`config.mk`:
```
export PLATFORM = sky130hd
export DESIGN_NAME = dma_backend
export DESIGN_NICKNAME = d
export VERILOG_FILES = /design/src/logic/dma_pkg.sv /design/src/logic/dma_legalizer.sv /design/src/logic/dma_read_engine.sv /design/src/logic/dma_data_fifo.sv /design/src/logic/dma_write_engine.sv /design/src/logic/dma_backend.sv
export SDC_FILE = /design/constraint.sdc
export NUM_CORES = 1
export LEC_CHECK = 0
export ABC_CLOCK_PERIOD_IN_PS = 6450
export BUFFER_PORTS_ARGS = -buffer_cell sky130_fd_sc_hd__clkbuf_2
export CAP_MARGIN = 20
export CELL_PAD_IN_SITES_DETAIL_PLACEMENT = 0
export CELL_PAD_IN_SITES_GLOBAL_PLACEMENT = 1
export CORE_ASPECT_RATIO = 1.4
export CORE_MARGIN = 1.5
export CORE_UTILIZATION = 45
export DETAILED_ROUTE_END_ITERATION = 7
export PLACE_DENSITY_LB_ADDON = 0.12
export SLEW_MARGIN = 20
export SYNTH_ARGS = -nofsm -noshare
export SYNTH_HDL_FRONTEND = slang
export SYNTH_SLANG_ARGS = --single-unit
```
`constraint.sdc`:
```
create_clock -name clk_i -period 6.45 [get_ports clk_i]
set_input_delay 0.3225 -clock clk_i [delete_from_list [all_inputs] [get_ports clk_i]]
set_output_delay 0.3225 -clock clk_i [all_outputs]
set_load 0.03 [all_outputs]
```
`src/logic/dma_pkg.sv`:
```
/*
 * DMA backend shared definitions
 * Widths, vector types, request and burst structs, FSM encodings
 */
package dma_pkg;

    // ------------------------------
    // Widths
    // ------------------------------
    localparam int unsigned ADDR_WIDTH = 16;
    localparam int unsigned DATA_WIDTH = 32;
    localparam int unsigned LEN_WIDTH  = 12;

    // Word address, data word, length in words
    typedef logic [ADDR_WIDTH-1:0] addr_t;
    typedef logic [DATA_WIDTH-1:0] data_t;
    typedef logic [LEN_WIDTH-1:0]  len_t;

    // ------------------------------
    // Transfer and burst descriptors
    // ------------------------------
    // One 1D transfer as requested from outside
    typedef struct packed {
        addr_t src_addr;
        addr_t dst_addr;
        len_t  length;
    } xfer_req_t;

    // One page-legal burst, last flags the final burst of a transfer
    typedef struct packed {
        addr_t addr;
        len_t  length;
        logic  last;
    } burst_t;

    // ------------------------------
    // FSM states
    // ------------------------------
    typedef enum logic {LEG_IDLE, LEG_SPLIT} leg_state_e;
    typedef enum logic {RD_IDLE, RD_ISSUE} rd_state_e;
    typedef enum logic {WR_IDLE, WR_WRITE} wr_state_e;

endpackage

```
`src/logic/dma_legalizer.sv`:
```
/*
 * DMA transfer legalizer
 * Holds one transfer and cuts it into bursts that cross neither a
 * source nor a destination page boundary and stay within the maximum
 * burst length. Read and write commands are issued as a coupled pair.
 */
`timescale 1ns/1ps

module dma_legalizer #(
    parameter int unsigned PageWords     = 64,
    parameter int unsigned MaxBurstWords = 16
) (
    input  logic               clk_i,
    input  logic               rst_n_i,
    // Transfer request
    input  dma_pkg::xfer_req_t req_i,
    input  logic               req_valid_i,
    output logic               req_ready_o,
    // Read command
    output dma_pkg::burst_t    rd_cmd_o,
    output logic               rd_cmd_valid_o,
    input  logic               rd_cmd_ready_i,
    // Write command
    output dma_pkg::burst_t    wr_cmd_o,
    output logic               wr_cmd_valid_o,
    input  logic               wr_cmd_ready_i
);

    // Page offset bits of a word address
    localparam int unsigned PageBits = $clog2(PageWords);

    dma_pkg::leg_state_e state_q;
    dma_pkg::leg_state_e state_d;

    // Remaining part of the active transfer
    dma_pkg::addr_t src_q;
    dma_pkg::addr_t dst_q;
    dma_pkg::len_t  len_q;

    // Distances to the next page boundaries
    dma_pkg::len_t src_to_pb;
    dma_pkg::len_t dst_to_pb;
    dma_pkg::len_t page_len;
    dma_pkg::len_t cap_len;
    dma_pkg::len_t burst_len;
    logic          burst_last;

    logic req_hs;
    logic cmd_hs;

    // ------------------------------
    // Burst length
    // ------------------------------
    // Words left in the current source and destination page
    assign src_to_pb = dma_pkg::len_t'(PageWords)
                     - dma_pkg::len_t'(src_q[PageBits-1:0]);
    assign dst_to_pb = dma_pkg::len_t'(PageWords)
                     - dma_pkg::len_t'(dst_q[PageBits-1:0]);

    // Nearer boundary wins, same cut for read and write
    assign page_len = (src_to_pb < dst_to_pb) ? src_to_pb : dst_to_pb;

    // Clip to burst maximum
    assign cap_len = (page_len < dma_pkg::len_t'(MaxBurstWords)) ?
                     page_len : dma_pkg::len_t'(MaxBurstWords);

    // Remainder fits, so this is the final burst
    assign burst_last = (len_q <= cap_len);
    assign burst_len  = burst_last ? len_q : cap_len;

    // ------------------------------
    // Coupled flow control
    // ------------------------------
    assign req_ready_o = (state_q == dma_pkg::LEG_IDLE);
    assign req_hs      = req_valid_i & req_ready_o;

    // Each valid waits for the other engine, both commands go together
    assign rd_cmd_valid_o = (state_q == dma_pkg::LEG_SPLIT) & wr_cmd_ready_i;
    assign wr_cmd_valid_o = (state_q == dma_pkg::LEG_SPLIT) & rd_cmd_ready_i;
    assign cmd_hs         = (state_q == dma_pkg::LEG_SPLIT)
                          & rd_cmd_ready_i & wr_cmd_ready_i;

    // Same length on both sides
    assign rd_cmd_o = '{addr: src_q, length: burst_len, last: burst_last};
    assign wr_cmd_o = '{addr: dst_q, length: burst_len, last: burst_last};

    // ------------------------------
    // FSM
    // ------------------------------
    always_comb begin
        state_d = state_q;
        case (state_q)
            dma_pkg::LEG_IDLE: begin
                // First burst offered the cycle after acceptance
                if (req_hs) begin
                    state_d = dma_pkg::LEG_SPLIT;
                end
            end
            dma_pkg::LEG_SPLIT: begin
                if (cmd_hs && burst_last) begin
                    state_d = dma_pkg::LEG_IDLE;
                end
            end
            default: state_d = dma_pkg::LEG_IDLE;
        endcase
    end

    always_ff @(posedge clk_i or negedge rst_n_i) begin
        if (!rst_n_i) begin
            state_q <= dma_pkg::LEG_IDLE;
        end else begin
            state_q <= state_d;
        end
    end

    // Transfer registers, loaded on accept and advanced per burst
    always_ff @(posedge clk_i) begin
        if (req_hs) begin
            src_q <= req_i.src_addr;
            dst_q <= req_i.dst_addr;
            len_q <= req_i.length;
        end else if (cmd_hs) begin
            src_q <= src_q + dma_pkg::addr_t'(burst_len);
            dst_q <= dst_q + dma_pkg::addr_t'(burst_len);
            len_q <= len_q - burst_len;
        end
    end

endmodule

```
`src/logic/dma_read_engine.sv`:
```
/*
 * DMA read engine
 * Walks one read burst word by word on the source port. Reads are
 * only issued while the data FIFO has room for every word in flight.
 */
`timescale 1ns/1ps

module dma_read_engine #(
    parameter int unsigned FifoDepth = 8
) (
    input  logic                               clk_i,
    input  logic                               rst_n_i,
    // Burst command
    input  dma_pkg::burst_t                    cmd_i,
    input  logic                               cmd_valid_i,
    output logic                               cmd_ready_o,
    // Source read port
    output dma_pkg::addr_t                     rd_addr_o,
    output logic                               rd_valid_o,
    input  logic                               rd_ready_i,
    input  logic                               rd_rsp_valid_i,
    input  dma_pkg::data_t                     rd_rsp_data_i,
    // Buffer side
    input  logic [$clog2(FifoDepth):0]         fifo_level_i,
    output logic                               push_o,
    output dma_pkg::data_t                     push_data_o
);

    localparam int unsigned LevelWidth = $clog2(FifoDepth) + 1;

    dma_pkg::rd_state_e state_q;
    dma_pkg::rd_state_e state_d;

    // Burst walk
    dma_pkg::addr_t addr_q;
    dma_pkg::len_t  cnt_q;

    // Reads issued but not yet answered
    logic [LevelWidth-1:0] outstanding_q;
    logic [LevelWidth:0]   credit_used;
    logic                  credit_ok;

    logic cmd_hs;
    logic rd_hs;

    assign cmd_ready_o = (state_q == dma_pkg::RD_IDLE);
    assign cmd_hs      = cmd_valid_i & cmd_ready_o;

    // ------------------------------
    // Credit check
    // ------------------------------
    // Words in flight plus buffered words must leave a free slot
    assign credit_used = {1'b0, outstanding_q} + {1'b0, fifo_level_i};
    assign credit_ok   = (credit_used < (LevelWidth + 1)'(FifoDepth));

    assign rd_valid_o = (state_q == dma_pkg::RD_ISSUE) & credit_ok;
    assign rd_addr_o  = addr_q;
    assign rd_hs      = rd_valid_o & rd_ready_i;

    // Responses go straight into the buffer
    assign push_o      = rd_rsp_valid_i;
    assign push_data_o = rd_rsp_data_i;

    // ------------------------------
    // FSM
    // ------------------------------
    always_comb begin
        state_d = state_q;
        case (state_q)
            dma_pkg::RD_IDLE:  if (cmd_hs) state_d = dma_pkg::RD_ISSUE;
            dma_pkg::RD_ISSUE: if (rd_hs && cnt_q == dma_pkg::len_t'(1)) state_d = dma_pkg::RD_IDLE;
            default:           state_d = dma_pkg::RD_IDLE;
        endcase
    end

    always_ff @(posedge clk_i or negedge rst_n_i) begin
        if (!rst_n_i) begin
            state_q       <= dma_pkg::RD_IDLE;
            cnt_q         <= '0;
            outstanding_q <= '0;
        end else begin
            state_q <= state_d;
            if (cmd_hs) begin
                cnt_q <= cmd_i.length;
            end else if (rd_hs) begin
                cnt_q <= cnt_q - dma_pkg::len_t'(1);
            end
            // Issue and return may coincide
            if (rd_hs && !rd_rsp_valid_i) begin
                outstanding_q <= outstanding_q + 1'b1;
            end else if (!rd_hs && rd_rsp_valid_i) begin
                outstanding_q <= outstanding_q - 1'b1;
            end
        end
    end

    // Read address
    always_ff @(posedge clk_i) begin
        if (cmd_hs) begin
            addr_q <= cmd_i.addr;
        end else if (rd_hs) begin
            addr_q <= addr_q + dma_pkg::addr_t'(1);
        end
    end

endmodule

```
`src/logic/dma_data_fifo.sv`:
```
/*
 * DMA data FIFO
 * Circular word buffer between read and write engine. Push and pop
 * may happen in the same cycle, the fill level feeds read credit.
 */
`timescale 1ns/1ps

module dma_data_fifo #(
    parameter int unsigned FifoDepth = 8
) (
    input  logic                       clk_i,
    input  logic                       rst_n_i,
    // Write side, space guaranteed by read credit
    input  logic                       push_i,
    input  dma_pkg::data_t             push_data_i,
    // Read side
    output dma_pkg::data_t             pop_data_o,
    output logic                       pop_valid_o,
    input  logic                       pop_ready_i,
    // Fill level
    output logic [$clog2(FifoDepth):0] level_o
);

    localparam int unsigned PtrWidth   = $clog2(FifoDepth);
    localparam int unsigned LevelWidth = PtrWidth + 1;

    // Storage
    dma_pkg::data_t mem_q [FifoDepth];

    logic [PtrWidth-1:0]   wr_ptr_q;
    logic [PtrWidth-1:0]   rd_ptr_q;
    logic [LevelWidth-1:0] count_q;

    logic pop_hs;

    assign pop_valid_o = (count_q != '0);
    assign pop_data_o  = mem_q[rd_ptr_q];
    assign pop_hs      = pop_valid_o & pop_ready_i;
    assign level_o     = count_q;

    // ------------------------------
    // Pointers and count
    // ------------------------------
    // Depth is a power of two, pointers wrap on their own
    always_ff @(posedge clk_i or negedge rst_n_i) begin
        if (!rst_n_i) begin
            wr_ptr_q <= '0;
            rd_ptr_q <= '0;
            count_q  <= '0;
        end else begin
            if (push_i) wr_ptr_q <= wr_ptr_q + 1'b1;
            if (pop_hs) rd_ptr_q <= rd_ptr_q + 1'b1;
            if (push_i && !pop_hs) begin
                count_q <= count_q + 1'b1;
            end else if (!push_i && pop_hs) begin
                count_q <= count_q - 1'b1;
            end
        end
    end

    // Word store, visible to pop from the next cycle
    always_ff @(posedge clk_i) begin
        if (push_i) begin
            mem_q[wr_ptr_q] <= push_data_i;
        end
    end

endmodule

```
`src/logic/dma_write_engine.sv`:
```
/*
 * DMA write engine
 * Drains one write burst from the data FIFO onto the destination
 * port, marks the final word of the burst and pulses done once the
 * last burst of a transfer has been written.
 */
`timescale 1ns/1ps

module dma_write_engine (
    input  logic            clk_i,
    input  logic            rst_n_i,
    // Burst command
    input  dma_pkg::burst_t cmd_i,
    input  logic            cmd_valid_i,
    output logic            cmd_ready_o,
    // FIFO side
    input  dma_pkg::data_t  pop_data_i,
    input  logic            pop_valid_i,
    output logic            pop_ready_o,
    // Destination write port
    output dma_pkg::addr_t  wr_addr_o,
    output dma_pkg::data_t  wr_data_o,
    output logic            wr_last_o,
    output logic            wr_valid_o,
    input  logic            wr_ready_i,
    // Transfer complete
    output logic            done_o
);

    dma_pkg::wr_state_e state_q;
    dma_pkg::wr_state_e state_d;

    // Burst walk
    dma_pkg::addr_t addr_q;
    dma_pkg::len_t  cnt_q;
    logic           xfer_last_q;

    logic done_q;
    logic cmd_hs;
    logic wr_hs;
    logic burst_end;

    assign cmd_ready_o = (state_q == dma_pkg::WR_IDLE);
    assign cmd_hs      = cmd_valid_i & cmd_ready_o;

    // ------------------------------
    // Write channel
    // ------------------------------
    // Offer a word as soon as the buffer has one
    assign wr_valid_o = (state_q == dma_pkg::WR_WRITE) & pop_valid_i;
    assign wr_addr_o  = addr_q;
    assign wr_data_o  = pop_data_i;
    assign burst_end  = (cnt_q == dma_pkg::len_t'(1));
    assign wr_last_o  = burst_end;

    // Pop only when the port takes the word
    assign pop_ready_o = (state_q == dma_pkg::WR_WRITE) & wr_ready_i;
    assign wr_hs       = wr_valid_o & wr_ready_i;

    assign done_o = done_q;

    // ------------------------------
    // FSM
    // ------------------------------
    always_comb begin
        state_d = state_q;
        case (state_q)
            dma_pkg::WR_IDLE:  if (cmd_hs) state_d = dma_pkg::WR_WRITE;
            dma_pkg::WR_WRITE: if (wr_hs && burst_end) state_d = dma_pkg::WR_IDLE;
            default:           state_d = dma_pkg::WR_IDLE;
        endcase
    end

    always_ff @(posedge clk_i or negedge rst_n_i) begin
        if (!rst_n_i) begin
            state_q <= dma_pkg::WR_IDLE;
            cnt_q   <= '0;
            done_q  <= 1'b0;
        end else begin
            state_q <= state_d;
            if (cmd_hs) begin
                cnt_q <= cmd_i.length;
            end else if (wr_hs) begin
                cnt_q <= cnt_q - dma_pkg::len_t'(1);
            end
            // One cycle pulse after the final word of the transfer
            done_q <= wr_hs & burst_end & xfer_last_q;
        end
    end

    // Destination address and transfer end flag
    always_ff @(posedge clk_i) begin
        if (cmd_hs) begin
            addr_q      <= cmd_i.addr;
            xfer_last_q <= cmd_i.last;
        end else if (wr_hs) begin
            addr_q <= addr_q + dma_pkg::addr_t'(1);
        end
    end

endmodule

```
`src/logic/dma_backend.sv`:
```
/*
 * DMA backend top level
 * Legalizer feeding coupled read and write engines that are joined
 * by a word FIFO. Carries the page, burst and buffer parameters.
 */
`timescale 1ns/1ps

module dma_backend #(
    parameter int unsigned PageWords     = 64,
    parameter int unsigned MaxBurstWords = 16,
    parameter int unsigned FifoDepth     = 8
) (
    input  logic               clk_i,
    input  logic               rst_n_i,
    // Transfer request
    input  dma_pkg::xfer_req_t req_i,
    input  logic               req_valid_i,
    output logic               req_ready_o,
    // Source read port
    output dma_pkg::addr_t     rd_addr_o,
    output logic               rd_valid_o,
    input  logic               rd_ready_i,
    input  logic               rd_rsp_valid_i,
    input  dma_pkg::data_t     rd_rsp_data_i,
    // Destination write port
    output dma_pkg::addr_t     wr_addr_o,
    output dma_pkg::data_t     wr_data_o,
    output logic               wr_last_o,
    output logic               wr_valid_o,
    input  logic               wr_ready_i,
    // Transfer complete
    output logic               done_o
);

    // ------------------------------
    // Internal wiring
    // ------------------------------
    dma_pkg::burst_t rd_cmd;
    logic            rd_cmd_valid;
    logic            rd_cmd_ready;
    dma_pkg::burst_t wr_cmd;
    logic            wr_cmd_valid;
    logic            wr_cmd_ready;

    logic                       push;
    dma_pkg::data_t             push_data;
    dma_pkg::data_t             pop_data;
    logic                       pop_valid;
    logic                       pop_ready;
    logic [$clog2(FifoDepth):0] fifo_level;

    // Burst splitter
    dma_legalizer #(
        .PageWords     (PageWords),
        .MaxBurstWords (MaxBurstWords)
    ) dma_legalizer_i (
        .clk_i          (clk_i),
        .rst_n_i        (rst_n_i),
        .req_i          (req_i),
        .req_valid_i    (req_valid_i),
        .req_ready_o    (req_ready_o),
        .rd_cmd_o       (rd_cmd),
        .rd_cmd_valid_o (rd_cmd_valid),
        .rd_cmd_ready_i (rd_cmd_ready),
        .wr_cmd_o       (wr_cmd),
        .wr_cmd_valid_o (wr_cmd_valid),
        .wr_cmd_ready_i (wr_cmd_ready)
    );

    // Source side
    dma_read_engine #(
        .FifoDepth (FifoDepth)
    ) dma_read_engine_i (
        .clk_i          (clk_i),
        .rst_n_i        (rst_n_i),
        .cmd_i          (rd_cmd),
        .cmd_valid_i    (rd_cmd_valid),
        .cmd_ready_o    (rd_cmd_ready),
        .rd_addr_o      (rd_addr_o),
        .rd_valid_o     (rd_valid_o),
        .rd_ready_i     (rd_ready_i),
        .rd_rsp_valid_i (rd_rsp_valid_i),
        .rd_rsp_data_i  (rd_rsp_data_i),
        .fifo_level_i   (fifo_level),
        .push_o         (push),
        .push_data_o    (push_data)
    );

    // Word buffer
    dma_data_fifo #(
        .FifoDepth (FifoDepth)
    ) dma_data_fifo_i (
        .clk_i       (clk_i),
        .rst_n_i     (rst_n_i),
        .push_i      (push),
        .push_data_i (push_data),
        .pop_data_o  (pop_data),
        .pop_valid_o (pop_valid),
        .pop_ready_i (pop_ready),
        .level_o     (fifo_level)
    );

    // Destination side
    dma_write_engine dma_write_engine_i (
        .clk_i       (clk_i),
        .rst_n_i     (rst_n_i),
        .cmd_i       (wr_cmd),
        .cmd_valid_i (wr_cmd_valid),
        .cmd_ready_o (wr_cmd_ready),
        .pop_data_i  (pop_data),
        .pop_valid_i (pop_valid),
        .pop_ready_o (pop_ready),
        .wr_addr_o   (wr_addr_o),
        .wr_data_o   (wr_data_o),
        .wr_last_o   (wr_last_o),
        .wr_valid_o  (wr_valid_o),
        .wr_ready_i  (wr_ready_i),
        .done_o      (done_o)
    );

endmodule

```
Word level (Yosys, flattened, before mapping):

Memories as Yosys holds them, arrays and structs flattened.
Cells that the tools add are included.

* register bits: 119
* memories kept: 1
* RAM bits: 256
* latch bits: 0
* bits in read-only memories: 0
* output and inout port bits: 69
* word-level logic and storage cells: 103

* shifts and indexed selects: 0
* order comparisons: 4
* bitwise gates (word level): 16
* $mul: 0
* equal/unequal tests: 2
* div/mod/pow operators: 0
* add/subtract/negate cells: 16
* muxes and demuxes: 32
* reductions and logical operators: 16

Memory list
* dma_data_fifo_i.mem_q: words 8, bits a word 32, rd ports 1, clocked after memory_dff 0, wr ports 1, RTL line dma_data_fifo.sv:28 `dma_pkg::data_t mem_q [FifoDepth];`

Operators with widths (number)
* $mux W16: 8
* $mux W12: 9
* $add A16 B1 Y16 const B: 2
* $add A16 B12 Y16: 2
* $eq A12 B1 Y1 const B: 2
* $sub A12 B1 Y12 const B: 2
* $mux W4: 4
* $sub A7 B6 Y8 const A: 2
* $and A1 B1 Y1: 13
* $le A12 B12 Y1: 1
* $lt A12 B12 Y1: 1
* $lt A12 B5 Y1 const B: 1
* $sub A12 B12 Y12: 1
* $reduce_bool A2 Y1: 5
* $add A4 B1 Y4 const B: 2
* $mux W1: 8
* $sub A4 B1 Y4 const B: 2
* $logic_and A1 B1 Y1: 7
* $add A3 B1 Y3 const B: 2
* $pmux W1 S2: 3
* $add A4 B4 Y5: 1
* $lt A5 B4 Y1 const B: 1
* $reduce_bool A4 Y1: 1
* $logic_not A1 Y1: 3
* $not A1 Y1: 3

Logic depth before layout (Yosys ltp):

Gate-level depths: netlist of run 1.

* depth in word-level cells: 10
* depth in mapped cells: 27
* depth with buffers taken out: 26

Hierarchy:

A second synthesis of run 1 with hierarchy kept.

* cells, all modules: 1393
* area, all modules: 19085.8 um2

Modules (own cells, without submodules)
* dma_data_fifo: area each 10324.9 um2, instances 1, seq. area each 7937.6 um2, cells each 429
* dma_legalizer: area each 4342.9 um2, instances 1, seq. area each 1346.3 um2, cells each 486
* dma_read_engine: area each 2412.3 um2, instances 1, seq. area each 905.9 um2, cells each 257
* dma_write_engine: area each 2005.7 um2, instances 1, seq. area each 860.8 um2, cells each 221

Worst setup path after synthesis of run 1:

No wires, ideal clock.

* path type: reg2reg
* from: register dma_legalizer_i.src_q[1]
* to: register dma_legalizer_i.dst_q[12] (data pin)
* path slack: -26 ps
* buffers on the path: 1
* stages on the path, launching flop included: 26
* arrival time: 6209 ps
* path through: edfxtp_1 inv_1 ha_1 nor4b_1 nor2_1 ha_1 a211oi_1 o21ai_0 a31oi_1 mux2i_1 inv_1 ha_1 nor2b_1 o21ai_0 a21oi_1 o41ai_4 buf_6 mux2_2 ha_1 fa_1 a211o_1 a2111oi_0 o31ai_1 a21oi_1 xor2_1 o21ai_0

* word-level cells in the longest chain between the ends: 10

Ends and longest elaborated chain
* from (decl): RTL line dma_legalizer.sv:36 `dma_pkg::addr_t src_q;`
* from (signal assigned): RTL line dma_legalizer.sv:119 `src_q <= req_i.src_addr;`
* from (signal assigned): RTL line dma_legalizer.sv:123 `src_q <= src_q + dma_pkg::addr_t'(burst_len);`
* $sub A7 B6 Y8 *: RTL line dma_legalizer.sv:56 `- dma_pkg::len_t'(src_q[PageBits-1:0]);`
* $lt A12 B12 Y1: RTL line dma_legalizer.sv:61 `assign page_len = (src_to_pb < dst_to_pb) ? src_to_pb : dst_to_pb;`
* $mux W12 *: RTL line dma_legalizer.sv:61
* $lt A12 B5 Y1: RTL line dma_legalizer.sv:64 `assign cap_len = (page_len < dma_pkg::len_t'(MaxBurstWords)) ?`
* $mux W12 *: RTL line dma_legalizer.sv:64
* $le A12 B12 Y1: RTL line dma_legalizer.sv:68 `assign burst_last = (len_q <= cap_len);`
* $mux W12 *: RTL line dma_legalizer.sv:69 `assign burst_len = burst_last ? len_q : cap_len;`
* $add A16 B12 Y16 *: RTL line dma_legalizer.sv:124 `dst_q <= dst_q + dma_pkg::addr_t'(burst_len);`
* $mux W16 *: RTL line dma_legalizer.sv:122 `end else if (cmd_hs) begin`
* $mux W16 *: RTL line dma_legalizer.sv:118 `if (req_hs) begin`
* to (signal assigned): RTL line dma_legalizer.sv:120 `dst_q <= req_i.dst_addr;`
* to (signal assigned): RTL line dma_legalizer.sv:124
* to (decl): RTL line dma_legalizer.sv:37 `dma_pkg::addr_t dst_q;`

Mark *: on every way between the ends. The rest lies on a longest branch, timed or not. The select of a mux whose other input is x is not followed.
A chain may end at the register's enable or synchronous reset.

Worst setup path in the final report of run 1:

* from: register dma_legalizer_i.dst_q[0]
* to: register dma_legalizer_i.dst_q[12] (data pin)

* word-level cells in the longest chain between the ends: 10

Ends and longest elaborated chain
* $sub A7 B6 Y8: RTL line dma_legalizer.sv:58 `- dma_pkg::len_t'(dst_q[PageBits-1:0]);`
* $lt A12 B12 Y1: RTL line dma_legalizer.sv:61
* $mux W12: RTL line dma_legalizer.sv:61
* $lt A12 B5 Y1: RTL line dma_legalizer.sv:64
* $mux W12: RTL line dma_legalizer.sv:64
* $le A12 B12 Y1: RTL line dma_legalizer.sv:68
* $mux W12: RTL line dma_legalizer.sv:69
* $add A16 B12 Y16 *: RTL line dma_legalizer.sv:124
* $mux W16 *: RTL line dma_legalizer.sv:122
* $mux W16 *: RTL line dma_legalizer.sv:118

Marked as above.

==> out/results.txt, run 1 <==
Counting flops and latches in the post-synthesis netlist gives 375. The floorplan step defined a die boundary enclosing 40800 sq um. The internal power of the cells totals 0.00550 W.

The run gives 514 as the DRC marker count from the first detailed-route iteration. The net count reported at finish came out at 1584. After synthesis the cells add up to 17800 sq um. Counting I/O delays and the setup requirement, the final critical path takes 6150 ps.

During placement, the flow inserted port buffers numbering 150. The detailed-router iteration count before antenna repair is 5, and the pin count of the biggest net entering global routing is 65. The initialized floorplan defines 86 standard-cell rows. For the source-to-sink clock delay at the later pin of the worst-skew pair, the log shows 530 ps. Summed over all instances, the cell type with the most area after synthesis is sky130_fd_sc_hd__edfxtp_1.

The overall die height works out to 238 um. For the number of standard cells after synthesis, the log shows 1240. The commonest register cell after synthesis was sky130_fd_sc_hd__edfxtp_1.

The clock input transition at the sequential cells of the worst setup and hold paths works out to 70 ps. After global routing the overflow that remains totals 0. Clock skew on the completed layout was measured at 17.1 ps. In this run the remaining antenna-violating nets after routing total 0. For the final routed database, the setup TNS stands at 0 ps. The logs give 11028 for the via count of the first global-routing pass and 0.162 GHz for the peak clock frequency supported by timing. The maximum buffer depth of the clock tree was 3. In the routed design, unresolved DRC markers number 0.

The final worst-path setup slack was 296 ps. Clock tree synthesis found a total of 375 sinks. The total of max-cap violations is 0, and the clock group share of total power is 25.6%. The largest voltage drop on the vdd net is 0.190 mV. The total length of routed wires is 39500 um. The tools report the number of antenna violations at the first check in global routing as 1. Final cycle utilization of the critical path: 95.4%. Kind of cell adding the most delay to the critical path: compound AO/OA/AOI/OAI gates.

After floorplanning, the core was sized to cover 39200 sq um. TritonCTS built the clock tree. Cells fill 52.8% of the core in the end. Max-slew violation total from the final report: 0. The run gives 25600 um as the estimated wirelength of the detail-placed design. By instance count, the cell type seen most on the critical path is sky130_fd_sc_hd__inv_1. Power comes to 0.00835 W.

The critical path is of the flip-flop to flip-flop type. The cell sitting at the root of the clock tree is a sky130_fd_sc_hd__clkbuf_16. The share of cells above drive strength 1 was 26.1%; the share of synthesized flip-flops with an asynchronous set or reset was 11.2%. For the via count, the log shows 10694. The cell type of the slowest stage on the worst timing path is sky130_fd_sc_hd__or4b_4.

Routability-driven placement finished with a final weighted congestion of 0.796. Summed over all cells, the static leakage comes to 7.54 nW. Largest stage delay on the critical path: 480 ps. The run finished with clean final reports. Timing analysis after detailed placement gives a worst setup slack of 149 ps.

Together, buffers and inverters on the worst path number 4. The average cell area after synthesis was 14.4 sq um. Power spread over the standard cell area amounts to 404 nW/um^2. The endpoint class of the critical path is a flip-flop. STA classifies the critical path startpoint as a flip-flop.

The layout overhead on the synthesized area was 16.2%; the count of unique library cells instantiated by Yosys was 64. For this design the top-level I/O count stands at 151. The combinational share of power was 32.5%; the number of enable flip-flop cells after synthesis was 333. For the starting density of the core, the log shows 45.5%.

At the worst endpoint, the required time is 6700 ps. Buffers inserted during clock tree synthesis total 38. Of the total power, registers draw 41.9%. The count of H-tree levels built during CTS is 2, and the x dimension of the die is 171 um. The run gives 60900 um as the first-pass GRT wire length. In the post-synthesis netlist, the biggest area contributors are sky130_fd_sc_hd__edfxtp_1, sky130_fd_sc_hd__mux4_2, sky130_fd_sc_hd__dfrtp_1, sky130_fd_sc_hd__ha_1, sky130_fd_sc_hd__nand2_1. The sequential-to-total area share from yosys stat was 62.1%; the net switching power was 0.00285 W.

At the pin with the least slew margin, the transition time is 958 ps. Dividing the detail-routed via count by the number of cells gives 5.37. The total setup violations reported at the end of the flow is 0, and the final hold violation count is 0. The fraction of post-synthesis cell area in the top cell type by area works out to 56.2%. Across all hold checks on the routed design, the worst slack comes to 62.2 ps.

The global-route total usage across every layer came out at 19.6%. The most frequent cell after synthesis was sky130_fd_sc_hd__edfxtp_1. In this run the worst hold path is classified as primary input to flip-flop.

In this run the worst path has a maximum fanout of 4. The switching share of total power was 34.1%. In this run the tightest slew margin relative to its limit is 36.1%.

In the synthesized netlist, the cells that appear most often are sky130_fd_sc_hd__edfxtp_1, sky130_fd_sc_hd__nand2_1, sky130_fd_sc_hd__o21ai_0. During synthesis, Yosys emitted a total of 0 warnings. In the final routed layout, each cell accounts on average for 19.9 um. STA puts the critical path data arrival time at 6400 ps.
==> worst paths after layout <==
path	startpoint	slack [ps]	cells past startpoint	endpoint
max	dma_legalizer_i.dst_q[0]	300	27	dma_legalizer_i.dst_q[12]
min	req_i[29]	60	3	dma_legalizer_i.src_q[1]
max reg2reg	dma_legalizer_i.dst_q[0]	300	27	dma_legalizer_i.dst_q[12]
min reg2reg	dma_data_fifo_i.rd_ptr_q[2]	470	1	dma_data_fifo_i.rd_ptr_q[2]
max in group asynchronous	rst_n_i	5620	3	dma_data_fifo_i.rd_ptr_q[0]
min in group asynchronous	rst_n_i	400	3	dma_read_engine_i.outstanding_q[0]
==> state kept, by name, summed over array words and instances (netlist names), 12 cells and up <==
name,cells
dma_legalizer_i.src_q,16
dma_data_fifo_i.mem_q,256
dma_legalizer_i.dst_q,16
dma_write_engine_i.wr_addr_o,16
dma_read_engine_i.cnt_q,12
dma_legalizer_i.len_q,12
dma_read_engine_i.rd_addr_o,16
dma_write_engine_i.cnt_q,12
==> worst register-to-register path, cell delays in order (launching register included) <==
cell and delay [ps]:
sky130_fd_sc_hd__edfxtp_1 430, sky130_fd_sc_hd__inv_1 80, sky130_fd_sc_hd__ha_2 180, sky130_fd_sc_hd__or4b_4 480
sky130_fd_sc_hd__or2_2 310, sky130_fd_sc_hd__inv_1 70, sky130_fd_sc_hd__ha_2 200, sky130_fd_sc_hd__nor2b_1 90
sky130_fd_sc_hd__and3_1 190, sky130_fd_sc_hd__a221o_1 310, sky130_fd_sc_hd__nand2_1 80, sky130_fd_sc_hd__mux2i_1 80
sky130_fd_sc_hd__inv_1 70, sky130_fd_sc_hd__ha_1 230, sky130_fd_sc_hd__nor2b_1 130, sky130_fd_sc_hd__o21ai_0 130
sky130_fd_sc_hd__a21oi_1 120, sky130_fd_sc_hd__o41ai_4 390, sky130_fd_sc_hd__mux2_4 360, sky130_fd_sc_hd__ha_1 250
sky130_fd_sc_hd__fa_2 400, sky130_fd_sc_hd__a211o_1 340, sky130_fd_sc_hd__a2111oi_4 310, sky130_fd_sc_hd__buf_4 180
sky130_fd_sc_hd__o31ai_1 70, sky130_fd_sc_hd__a21oi_1 170, sky130_fd_sc_hd__xor2_1 150, sky130_fd_sc_hd__o21ai_0 80
==> power groups by stage <==
stage | sequential (W) | clock (W) | combinational, W
after global placement | 0.00354 | 0 | 0.00274
final | 0.00350 | 0.00214 | 0.00272
after floorplan | 0.00355 | 0 | 0.00195
after CTS | 0.00351 | 0.00220 | 0.00277
after global routing | 0.00356 | 0.00229 | 0.00296
after detailed placement | 0.00356 | 0 | 0.00276
==> what timing repair did <==
| item | 4_1_cts | 5_1_grt |
|---|---|---|
| endpoints found under the hold margin | 42 | 0 |
| buffers inserted | 0 | 3 |
| endpoints found under the setup margin | 0 | 12 |
| gates resized for setup | 0 | 18 |
| hold buffers | 1 | 0 |
==> cell type report <==
class                           instances  area, sq um
Clock buffer                           45         1020
Inverter                               32          120
Clock inverter                         22          185
Sequential cell                       375        11100
Timing Repair Buffer                  183         1000
Fill cell                            3405        18500
Tap cell                              528          661
Multi-Input combinational cell        804         6650
Antenna cell                            1         2.50
==> cells by family (layout without fill, tap and decap cells) <==
kind of cell	count (synthesis)	after routing	synth area share [%]
compound gates	216	216	7.72
xor+xnor	90	90	4.43
fa+ha+maj	68	68	4.99
buf+inv	73	282	1.66
flops	375	375	62.1
mux	112	112	11.1
other cells	2	15	0.0422
simple gates	304	304	8.04
==> cell usage in the layout, fill, tap and decap left out, types with 5 or more instances in the layout <==
cell,Yosys,routed
sky130_fd_sc_hd__conb_1,2,14
sky130_fd_sc_hd__nand4_1,12,12
sky130_fd_sc_hd__nor2_4,0,6
sky130_fd_sc_hd__clkbuf_16,0,40
sky130_fd_sc_hd__nor2b_1,8,7
sky130_fd_sc_hd__or3_1,8,8
sky130_fd_sc_hd__xnor2_1,42,42
sky130_fd_sc_hd__nand2b_1,8,8
sky130_fd_sc_hd__nor4_1,6,5
sky130_fd_sc_hd__inv_1,32,31
sky130_fd_sc_hd__mux2i_1,8,8
sky130_fd_sc_hd__a21oi_1,39,38
sky130_fd_sc_hd__clkbuf_2,0,150
sky130_fd_sc_hd__edfxtp_1,333,333
sky130_fd_sc_hd__a21o_1,14,14
sky130_fd_sc_hd__a31oi_1,9,8
sky130_fd_sc_hd__nor2_1,65,59
sky130_fd_sc_hd__o31ai_1,7,7
sky130_fd_sc_hd__nand2_1,123,122
sky130_fd_sc_hd__or2_2,6,6
sky130_fd_sc_hd__a211oi_1,10,8
sky130_fd_sc_hd__nand3_1,20,20
sky130_fd_sc_hd__a211o_1,8,8
sky130_fd_sc_hd__dfrtp_1,42,40
sky130_fd_sc_hd__mux4_2,64,64
sky130_fd_sc_hd__nor3_1,16,14
sky130_fd_sc_hd__clkbuf_1,28,5
sky130_fd_sc_hd__and3_1,10,10
sky130_fd_sc_hd__clkinv_2,0,6
sky130_fd_sc_hd__clkinv_1,0,7
sky130_fd_sc_hd__ha_1,63,61
sky130_fd_sc_hd__mux2_2,40,39
sky130_fd_sc_hd__o21ai_0,83,81
sky130_fd_sc_hd__xor2_1,48,48
sky130_fd_sc_hd__o21a_1,15,15
sky130_fd_sc_hd__buf_4,0,30
==> per-stage QoR <==
| step | cells | instance area, sq um |
|---|---|---|
| final | 1990 | 20700 |
| after CTS | 1985 | 20600 |
| after floorplan | 1252 | 17900 |
| after global placement | 1917 | 19400 |
| after global routing | 1990 | 20700 |
| after detailed placement | 1917 | 19400 |
==> routing by layer <==
layer / vias up / GRT usage (%) / routed length [um] / part of all wire, %
met5: - / 0 / 0 / 0
met4: 0 / 5.40 / 780 / 2.0
met3: 55 / 3.15 / 1720 / 4.3
met2: 195 / 36.3 / 21100 / 53
met1: 5311 / 23.2 / 15900 / 40
li1: 5133 / - / - / -
No activity file was read; power rests on OpenSTA's default activity.
==> run 2: changes to the inputs <==
- CORE_MARGIN: 1.5 -> unset
==> run 2 against run 1 <==
Effect of this change: first-iteration DRC count decreased by 22%; worst hold slack lost 1.3 ps; die area fell by 1.0%; fmax is 0.26% lower; clock power is essentially flat; setup slack worse by 16 ps; clock-buffer cell count grew 11; power grew 0.39%; flip-flop and latch count unchanged; largest power group unchanged; highest routed layer unchanged.
==> out/results.txt, run 2 (synthesized netlist as in run 1, its figures left out) <==
The clock reaches the later pin of the worst-skew pair after 540 ps. The run gives 399 as the DRC marker count from the first detailed-route iteration. IR analysis of the VDD net gives a maximum drop of 0.239 mV. The run gives 0 as the residual antenna-violating net count after detailed routing.

For this run, the total global-route usage over all layers was measured as 20.0%. The count of unresolved DRC violations after routing came out at 0. Setup violations remaining at the end of the flow were counted as 0. TritonCTS built the clock tree.

The run gives 0 as the number of antenna violations at the first check in global routing. The pin count of the biggest net entering global routing is 67, and the number of buffers created by CTS is 37. Using the TritonRoute via totals, the vias-per-cell ratio works out to 5.43. The start point of the critical path is dma_legalizer_i.dst_q[0]. The min-delay analysis places its worst path in the category primary input to flip-flop. The count of inserted antenna diode cells is 0, and the first-pass GRT wire length is 61600 um. In this run the vertical extent of the chip is 237 um.

For the total length of routed wires, the log shows 39600 um. Critical path class: flip-flop to flip-flop. The final layout contains 1591 nets. Routability-driven placement finished with a final weighted congestion of 0.844. The detailed-route wire length per cell is 19.9 um, and the layout overhead on the synthesized area is 16.8%.

Once placement completed, the tool counted placed cells totaling 1912. In this run the critical register-to-register path is launched from dma_legalizer_i.dst_q[0]. Detailed routing inserted a total of 10805 vias. The logs give 40400 sq um for the area enclosed by the die boundary and 46.0% for the starting density of the core.

Once layout is complete, the utilization of the core stands at 53.7%. The worst path required time was 6840 ps; the flip-flop count of the largest register after layout was 256. After the flow finishes, the layout carries non-filler instances totaling 1991. Derived from the worst setup path, the maximum achievable clock frequency is 0.162 GHz.

Reg-to-reg critical path endpoint: dma_legalizer_i.src_q[14]. The register with the most flip-flops in the final layout is dma_data_fifo_i.mem_q. Along the worst path, the maximum fanout reaches 8. At the placement stage, the worst setup path has a slack of 80.3 ps.

The library cells used most frequently in the layout, excluding fill and tap cells, are sky130_fd_sc_hd__edfxtp_1, sky130_fd_sc_hd__clkbuf_2, sky130_fd_sc_hd__nand2_1. The most critical setup path has its endpoint at dma_legalizer_i.src_q[14]. The number of I/O port buffers works out to 150.

After floorplanning, the core was sized to cover 38700 sq um. The final cycle utilization of the critical path works out to 95.7%. Top-level I/O count: 151. Setup slack on the worst reg-to-reg path comes out at 280 ps.

The clock tree synthesis step divided the H-tree into 2 levels. Startpoint kind of the worst setup timing path: a flip-flop. The global routing met1 resource utilization was 23.8%; the transition time at the pin with the least slew margin was 990 ps. Power spread over the standard cell area amounts to 403 nW/um^2.

The worst hold path was traced through 3 stages. The flow ran to the end, and the final reports show no timing, DRC or antenna violations. The x dimension of the die came out at 170 um. For the arrival time of the worst setup path, the log shows 6560 ps. Fill cells in the final layout number 3364. The final critical delay including setup and external delays was 6170 ps; the final worst-path setup slack was 280 ps. The overall power of the completed layout came out at 0.00839 W. For met2 alone, demand over resource in global routing was 37.0%. Cell at the root of the clock tree: sky130_fd_sc_hd__clkbuf_16. For the max-slew violation total from the final report, the log shows 0. The tools report the worst clock skew as 19.1 ps.

The via count of the first global-routing pass is 10942, and the number of sinks on the clock net is 375. For this run the aggregate overflow at the end of global routing stands at 0. The share of cells above drive strength 1 was 26.7%; the clock input transition at the sequential cells of the worst setup and hold paths was 70 ps. Most heavily used metal layer in global routing: met2. The final hold violation count is 0, and the met3 track demand over resource is 3.45%.

The depth of the worst register-to-register path came out at 27. The pre-antenna-repair detailed-routing pass consisted of 5 iterations. Max-cap violations in this run came to 0. Most common cell after layout, fill and taps aside: sky130_fd_sc_hd__edfxtp_1.

The maximum buffer depth of the clock tree is 3. The endpoint class of the critical path was a flip-flop. Detailed placement finished with a half-perimeter wire length of 25300 um. The logs give 7.60 nW for the leakage component of the power and 85 for the row count. Tightest slew margin relative to the limit: 34.0%.
## run 2: area by class of cell
class / count / area (sq um) / share of cell area [%]
Clock buffer: 56 / 1130 / 5.44
Multi-Input combinational cell: 804 / 6680 / 32.1
Inverter: 32 / 120 / 0.578
Timing Repair Buffer: 191 / 1060 / 5.11
Tap cell: 522 / 653 / 3.14
Sequential cell: 375 / 11100 / 53.2
Clock inverter: 11 / 93.8 / 0.451
## run 2: metal layers
| metal | vias to the layer above | wire, um |
|---|---|---|
| li1 | 5152 | - |
| met1 | 5408 | 15900 |
| met2 | 188 | 21300 |
| met3 | 57 | 1640 |
| met4 | 0 | 770 |
| met5 | - | 0 |
## run 2: worst max-delay path: stages (launching register included)
cell and delay (ps):
sky130_fd_sc_hd__edfxtp_1 410, sky130_fd_sc_hd__inv_1 80, sky130_fd_sc_hd__ha_1 180, sky130_fd_sc_hd__or4b_4 490, sky130_fd_sc_hd__or2_2 300, sky130_fd_sc_hd__inv_1 100
sky130_fd_sc_hd__ha_4 160, sky130_fd_sc_hd__nor2b_1 70, sky130_fd_sc_hd__and3_1 190, sky130_fd_sc_hd__a221o_1 300, sky130_fd_sc_hd__nand2_1 80, sky130_fd_sc_hd__mux2i_1 80
sky130_fd_sc_hd__inv_1 70, sky130_fd_sc_hd__ha_1 230, sky130_fd_sc_hd__nor2b_1 140, sky130_fd_sc_hd__o21ai_1 180, sky130_fd_sc_hd__a21oi_2 100, sky130_fd_sc_hd__o41ai_4 380
sky130_fd_sc_hd__buf_6 180, sky130_fd_sc_hd__buf_4 140, sky130_fd_sc_hd__mux2_2 400, sky130_fd_sc_hd__ha_1 400, sky130_fd_sc_hd__o21ai_0 150, sky130_fd_sc_hd__o21ai_0 370
sky130_fd_sc_hd__a21oi_2 160, sky130_fd_sc_hd__o21a_1 200, sky130_fd_sc_hd__or3_1 300, sky130_fd_sc_hd__a31oi_1 160
## run 2: timing repair
item                                   in CTS  in global routing
endpoints found under the hold margin      42                  0
hold buffers                                1                  0
buffers inserted                            0                 10
gates resized for setup                     0                 21
setup endpoints to repair                   0                 21
## run 2: power breakdown
part	internal, W	leakage (nW)	switching [W]
Combinational	0.00113	3.46	0.00161
Clock	0.00126	0.607	0.000907
Sequential	0.00315	3.54	0.000329
Total	0.00554	7.60	0.00284
## run 2: worst min-delay path by stage
stage,from,end
3_3_place_gp,rst_n_i,dma_read_engine_i.outstanding_q[1]
6_report,req_i[34],dma_legalizer_i.src_q[6]
3_5_place_dp,rst_n_i,dma_read_engine_i.outstanding_q[0]
2_1_floorplan,rst_n_i,dma_data_fifo_i.level_o[0]
4_1_cts,req_i[34],dma_legalizer_i.src_q[6]
5_1_grt,req_i[35],dma_legalizer_i.src_q[7]
## run 2: per-stage QoR
| stage | hold WS, ps | cell area (sq um) | setup TNS [ps] |
|---|---|---|---|
| after floorplan | 26.9 | 17900 | 0 |
| after global placement | 438 | 19400 | 0 |
| after detailed placement | 436 | 19400 | 0 |
| after CTS | 40.5 | 20600 | 0 |
| after global routing | 56.9 | 20800 | -14.7 |
| final | 60.8 | 20800 | 0 |
==> run 3: changes to the inputs <==
- PLACE_DENSITY: unset -> 0.8
- PLACE_DENSITY_LB_ADDON: 0.12 -> unset
==> run 3 against run 2 <==
Effect of this change: cell count shrank 0.45%; first-iteration DRC count grew 54%; die area is the same; power shrank 1.7%; clock skew shrank 7.4 ps; combinational power is essentially flat; sequential share of layout area grew 0.55 points; non-clock buffer count shrank 8; critical path type unchanged; largest cell class unchanged; largest power group unchanged.
==> out/results.txt, run 3 (synthesized netlist as in run 1, its figures left out) <==
The flow ran to the end, and the final reports show no timing, DRC or antenna violations. The smallest clock period supported by the final layout is computed as 6110 ps. Between clock sinks in the finished design, the worst skew comes to 11.6 ps. For this run, global-route usage on met2 was measured as 34.7%. The max-slew violation total from the final report came out at 0. The routed layout has 10816 vias. Dividing the final minimum period by the clock period gives 94.7%. In this design, the stage delay of the slowest critical-path cell is 490 ps. The startpoint identified for the worst register-to-register timing path is dma_legalizer_i.dst_q[0].

For the leakage component of the power, the log shows 7.50 nW. Of all nets on the critical path, the largest fanout is 4. The wire-length estimate of the detail-placed layout is 24800 um. At the end of routability-driven placement, the weighted congestion stood at 0.834. For the worst flop-to-flop path, the logic depth is 27. met2 is the most crowded layer. For the maximum buffer depth of the clock tree, the log shows 3. The most common cell after layout, fill and taps aside was sky130_fd_sc_hd__edfxtp_1. The worst register-to-register path ends at dma_legalizer_i.dst_q[12]. The largest register by flop count was dma_data_fifo_i.mem_q.

The routed design has 38000 um of wire. For this configuration, the core starts out at a cell density of 46.0%. After detailed placement, the design holds a cell count of 1909. The logs give 6710 ps for the worst path required time and 19300 sq um for the cell area after placement. The net count of the finished layout is 1583. Counting instances, the worst hold path has a depth of 3.

The top cell types in the final layout, fill and taps aside, are sky130_fd_sc_hd__edfxtp_1, sky130_fd_sc_hd__clkbuf_2, sky130_fd_sc_hd__nand2_1. Endpoint of the worst setup timing path: dma_legalizer_i.dst_q[12]. The tools report the peak clock frequency supported by timing as 0.164 GHz. In the global route stage, met3 resource usage came out at 3.16%.

TritonCTS built the clock tree. Detailed-router iteration count before antenna repair: 5. For the floorplan core area, the log shows 38700 sq um.

Clock-pin slew was measured on the worst setup and hold paths at 70 ps. Row generation in the floorplan step produced 85 rows. IR analysis of the VDD net gives a maximum drop of 0.236 mV. Measured along the y axis, the die boundary spans 237 um.

The critical path class is flip-flop to flip-flop. Kind of cell adding the most delay to the critical path: compound AO/OA/AOI/OAI gates. The first global-routing pass estimated 60200 um of wire.

The tools report the cell area after layout as 20600 sq um. Cell type of the slowest stage on the worst timing path: sky130_fd_sc_hd__or4b_4. The clock drives 375 sinks. After global routing the overflow that remains totals 0. The via count of the first global-routing pass was 11224; the number of antenna violations at the first check in global routing was 2. Counting buffers and inverters, the worst setup path is 27 cells deep.

The setup slack of the worst register-to-register path is 340 ps. At the pin with the least slew margin, the transition time is 859 ps. STA classifies the critical path startpoint as a flip-flop.

The sum of negative setup slack is 0 ps. During I/O placement, the number of pins put on the boundary was 151. The area growth from synthesis to layout is 15.6%. At the later pin of the worst-skew pair, clock insertion delay measures 530 ps. The endpoint class of the critical path was a flip-flop. The run gives 11100 sq um as the area taken by flip-flops and latches. Global routing used 19.2% of the available tracks across all layers. Data on the critical path arrives at its endpoint at 6360 ps. In this run, the number of DRC markers left after iteration 0 of detailed routing was 616.

In this run the remaining antenna-violating nets after routing total 0. The power per cell area was 400 nW/um^2. The die is 170 um wide. For this run, design rule violations remaining after detail routing come to 0.

The run gives 3279 as the count of filler cells inserted in the layout. The run gives 2 as the count of H-tree levels built during CTS. The count of buffers added on input and output ports is 150. In the routed layout, each cell is associated on average with a via count of 5.46. The final hold violation count is 0. Entering global routing, the biggest net connects 59 pins. In the global route stage, met1 resource usage came out at 23.1%. The number of buffers created by CTS came out at 37. The flip-flop count of the largest register after layout is 256, and the detailed-route wire length per cell is 19.2 um. Worst hold-check path type: primary input to flip-flop. The cell at the root of the clock tree is sky130_fd_sc_hd__clkbuf_16. The die covers 40400 sq um.

After the flow finishes, the layout carries non-filler instances totaling 1982. Measured against its own limit, the worst slew margin works out to 42.6%. In the final layout, the share of cells above drive strength 1 is 25.7%.

The tools report the total of max-cap violations as 0. The number of buffers and inverters on the critical path works out to 4. The multi-input combinational cells in the finished layout cover a total of 6610 sq um. Setup violations remaining at the end of the flow were counted as 0. The most critical setup path has its startpoint at dma_legalizer_i.dst_q[0].
-- run 3: final cells by class --
| cell class | count | share of cell area, % |
|---|---|---|
| multi-input cells | 804 | 32.1 |
| diodes | 1 | 0.0122 |
| inverters | 32 | 0.584 |
| clock buffers | 51 | 4.95 |
| repair buffers | 183 | 4.87 |
| clock inverters | 14 | 0.571 |
| well taps | 522 | 3.17 |
| flip-flops and latches | 375 | 53.7 |
-- run 3: worst min-delay path, cell delays in order --
cell and delay, ps:
sky130_fd_sc_hd__clkbuf_2 100, sky130_fd_sc_hd__nor2_1 80, sky130_fd_sc_hd__a21oi_1 40
-- run 3: worst min-delay path by stage --
stage                startpoint                                  to  slack [ps]
2_1_floorplan           rst_n_i          dma_data_fifo_i.level_o[0]          30
3_3_place_gp            rst_n_i           dma_write_engine_i.done_o         430
3_5_place_dp            rst_n_i  dma_read_engine_i.outstanding_q[2]         440
4_1_cts        rd_rsp_data_i[6]         dma_data_fifo_i.mem_q[6][6]          40
5_1_grt                req_i[8]            dma_legalizer_i.len_q[8]          60
6_report            req_valid_i             dma_legalizer_i.state_q          60
-- run 3: layer usage --
layer	wire (um)	up-vias
met1	15200	5395
met2	20100	245
met4	921	2
met5	13	-
met3	1670	56
li1	-	5118
-- run 3: what timing repair did --
action	in CTS	in global routing
endpoints found under the hold margin	42	0
endpoints found under the setup margin	0	19
buffers inserted	0	5
resized for setup	0	17
hold buffers	1	0
-- run 3: where the power goes --
group	switching [W]	internal (W)	total (W)
Clock	0.000890	0.00115	0.00204
Sequential	0.000333	0.00316	0.00349
Combinational	0.00159	0.00112	0.00271
Total	0.00281	0.00543	0.00824
-- run 3: through the flow --
| stage | setup WS [ps] | hold slack [ps] | util [%] | power [W] |
|---|---|---|---|---|
| final | 344 | 63.6 | 53.2 | 0.00824 |
| after global routing | -3.22 | 60.4 | 53.2 | 0.00868 |
| after CTS | 94.7 | 36.6 | 52.9 | 0.00835 |
| after detailed placement | 113 | 438 | 49.9 | 0.00628 |
| after global placement | 272 | 428 | 49.9 | 0.00623 |
| after floorplan | 70.6 | 26.9 | - | 0.00550 |
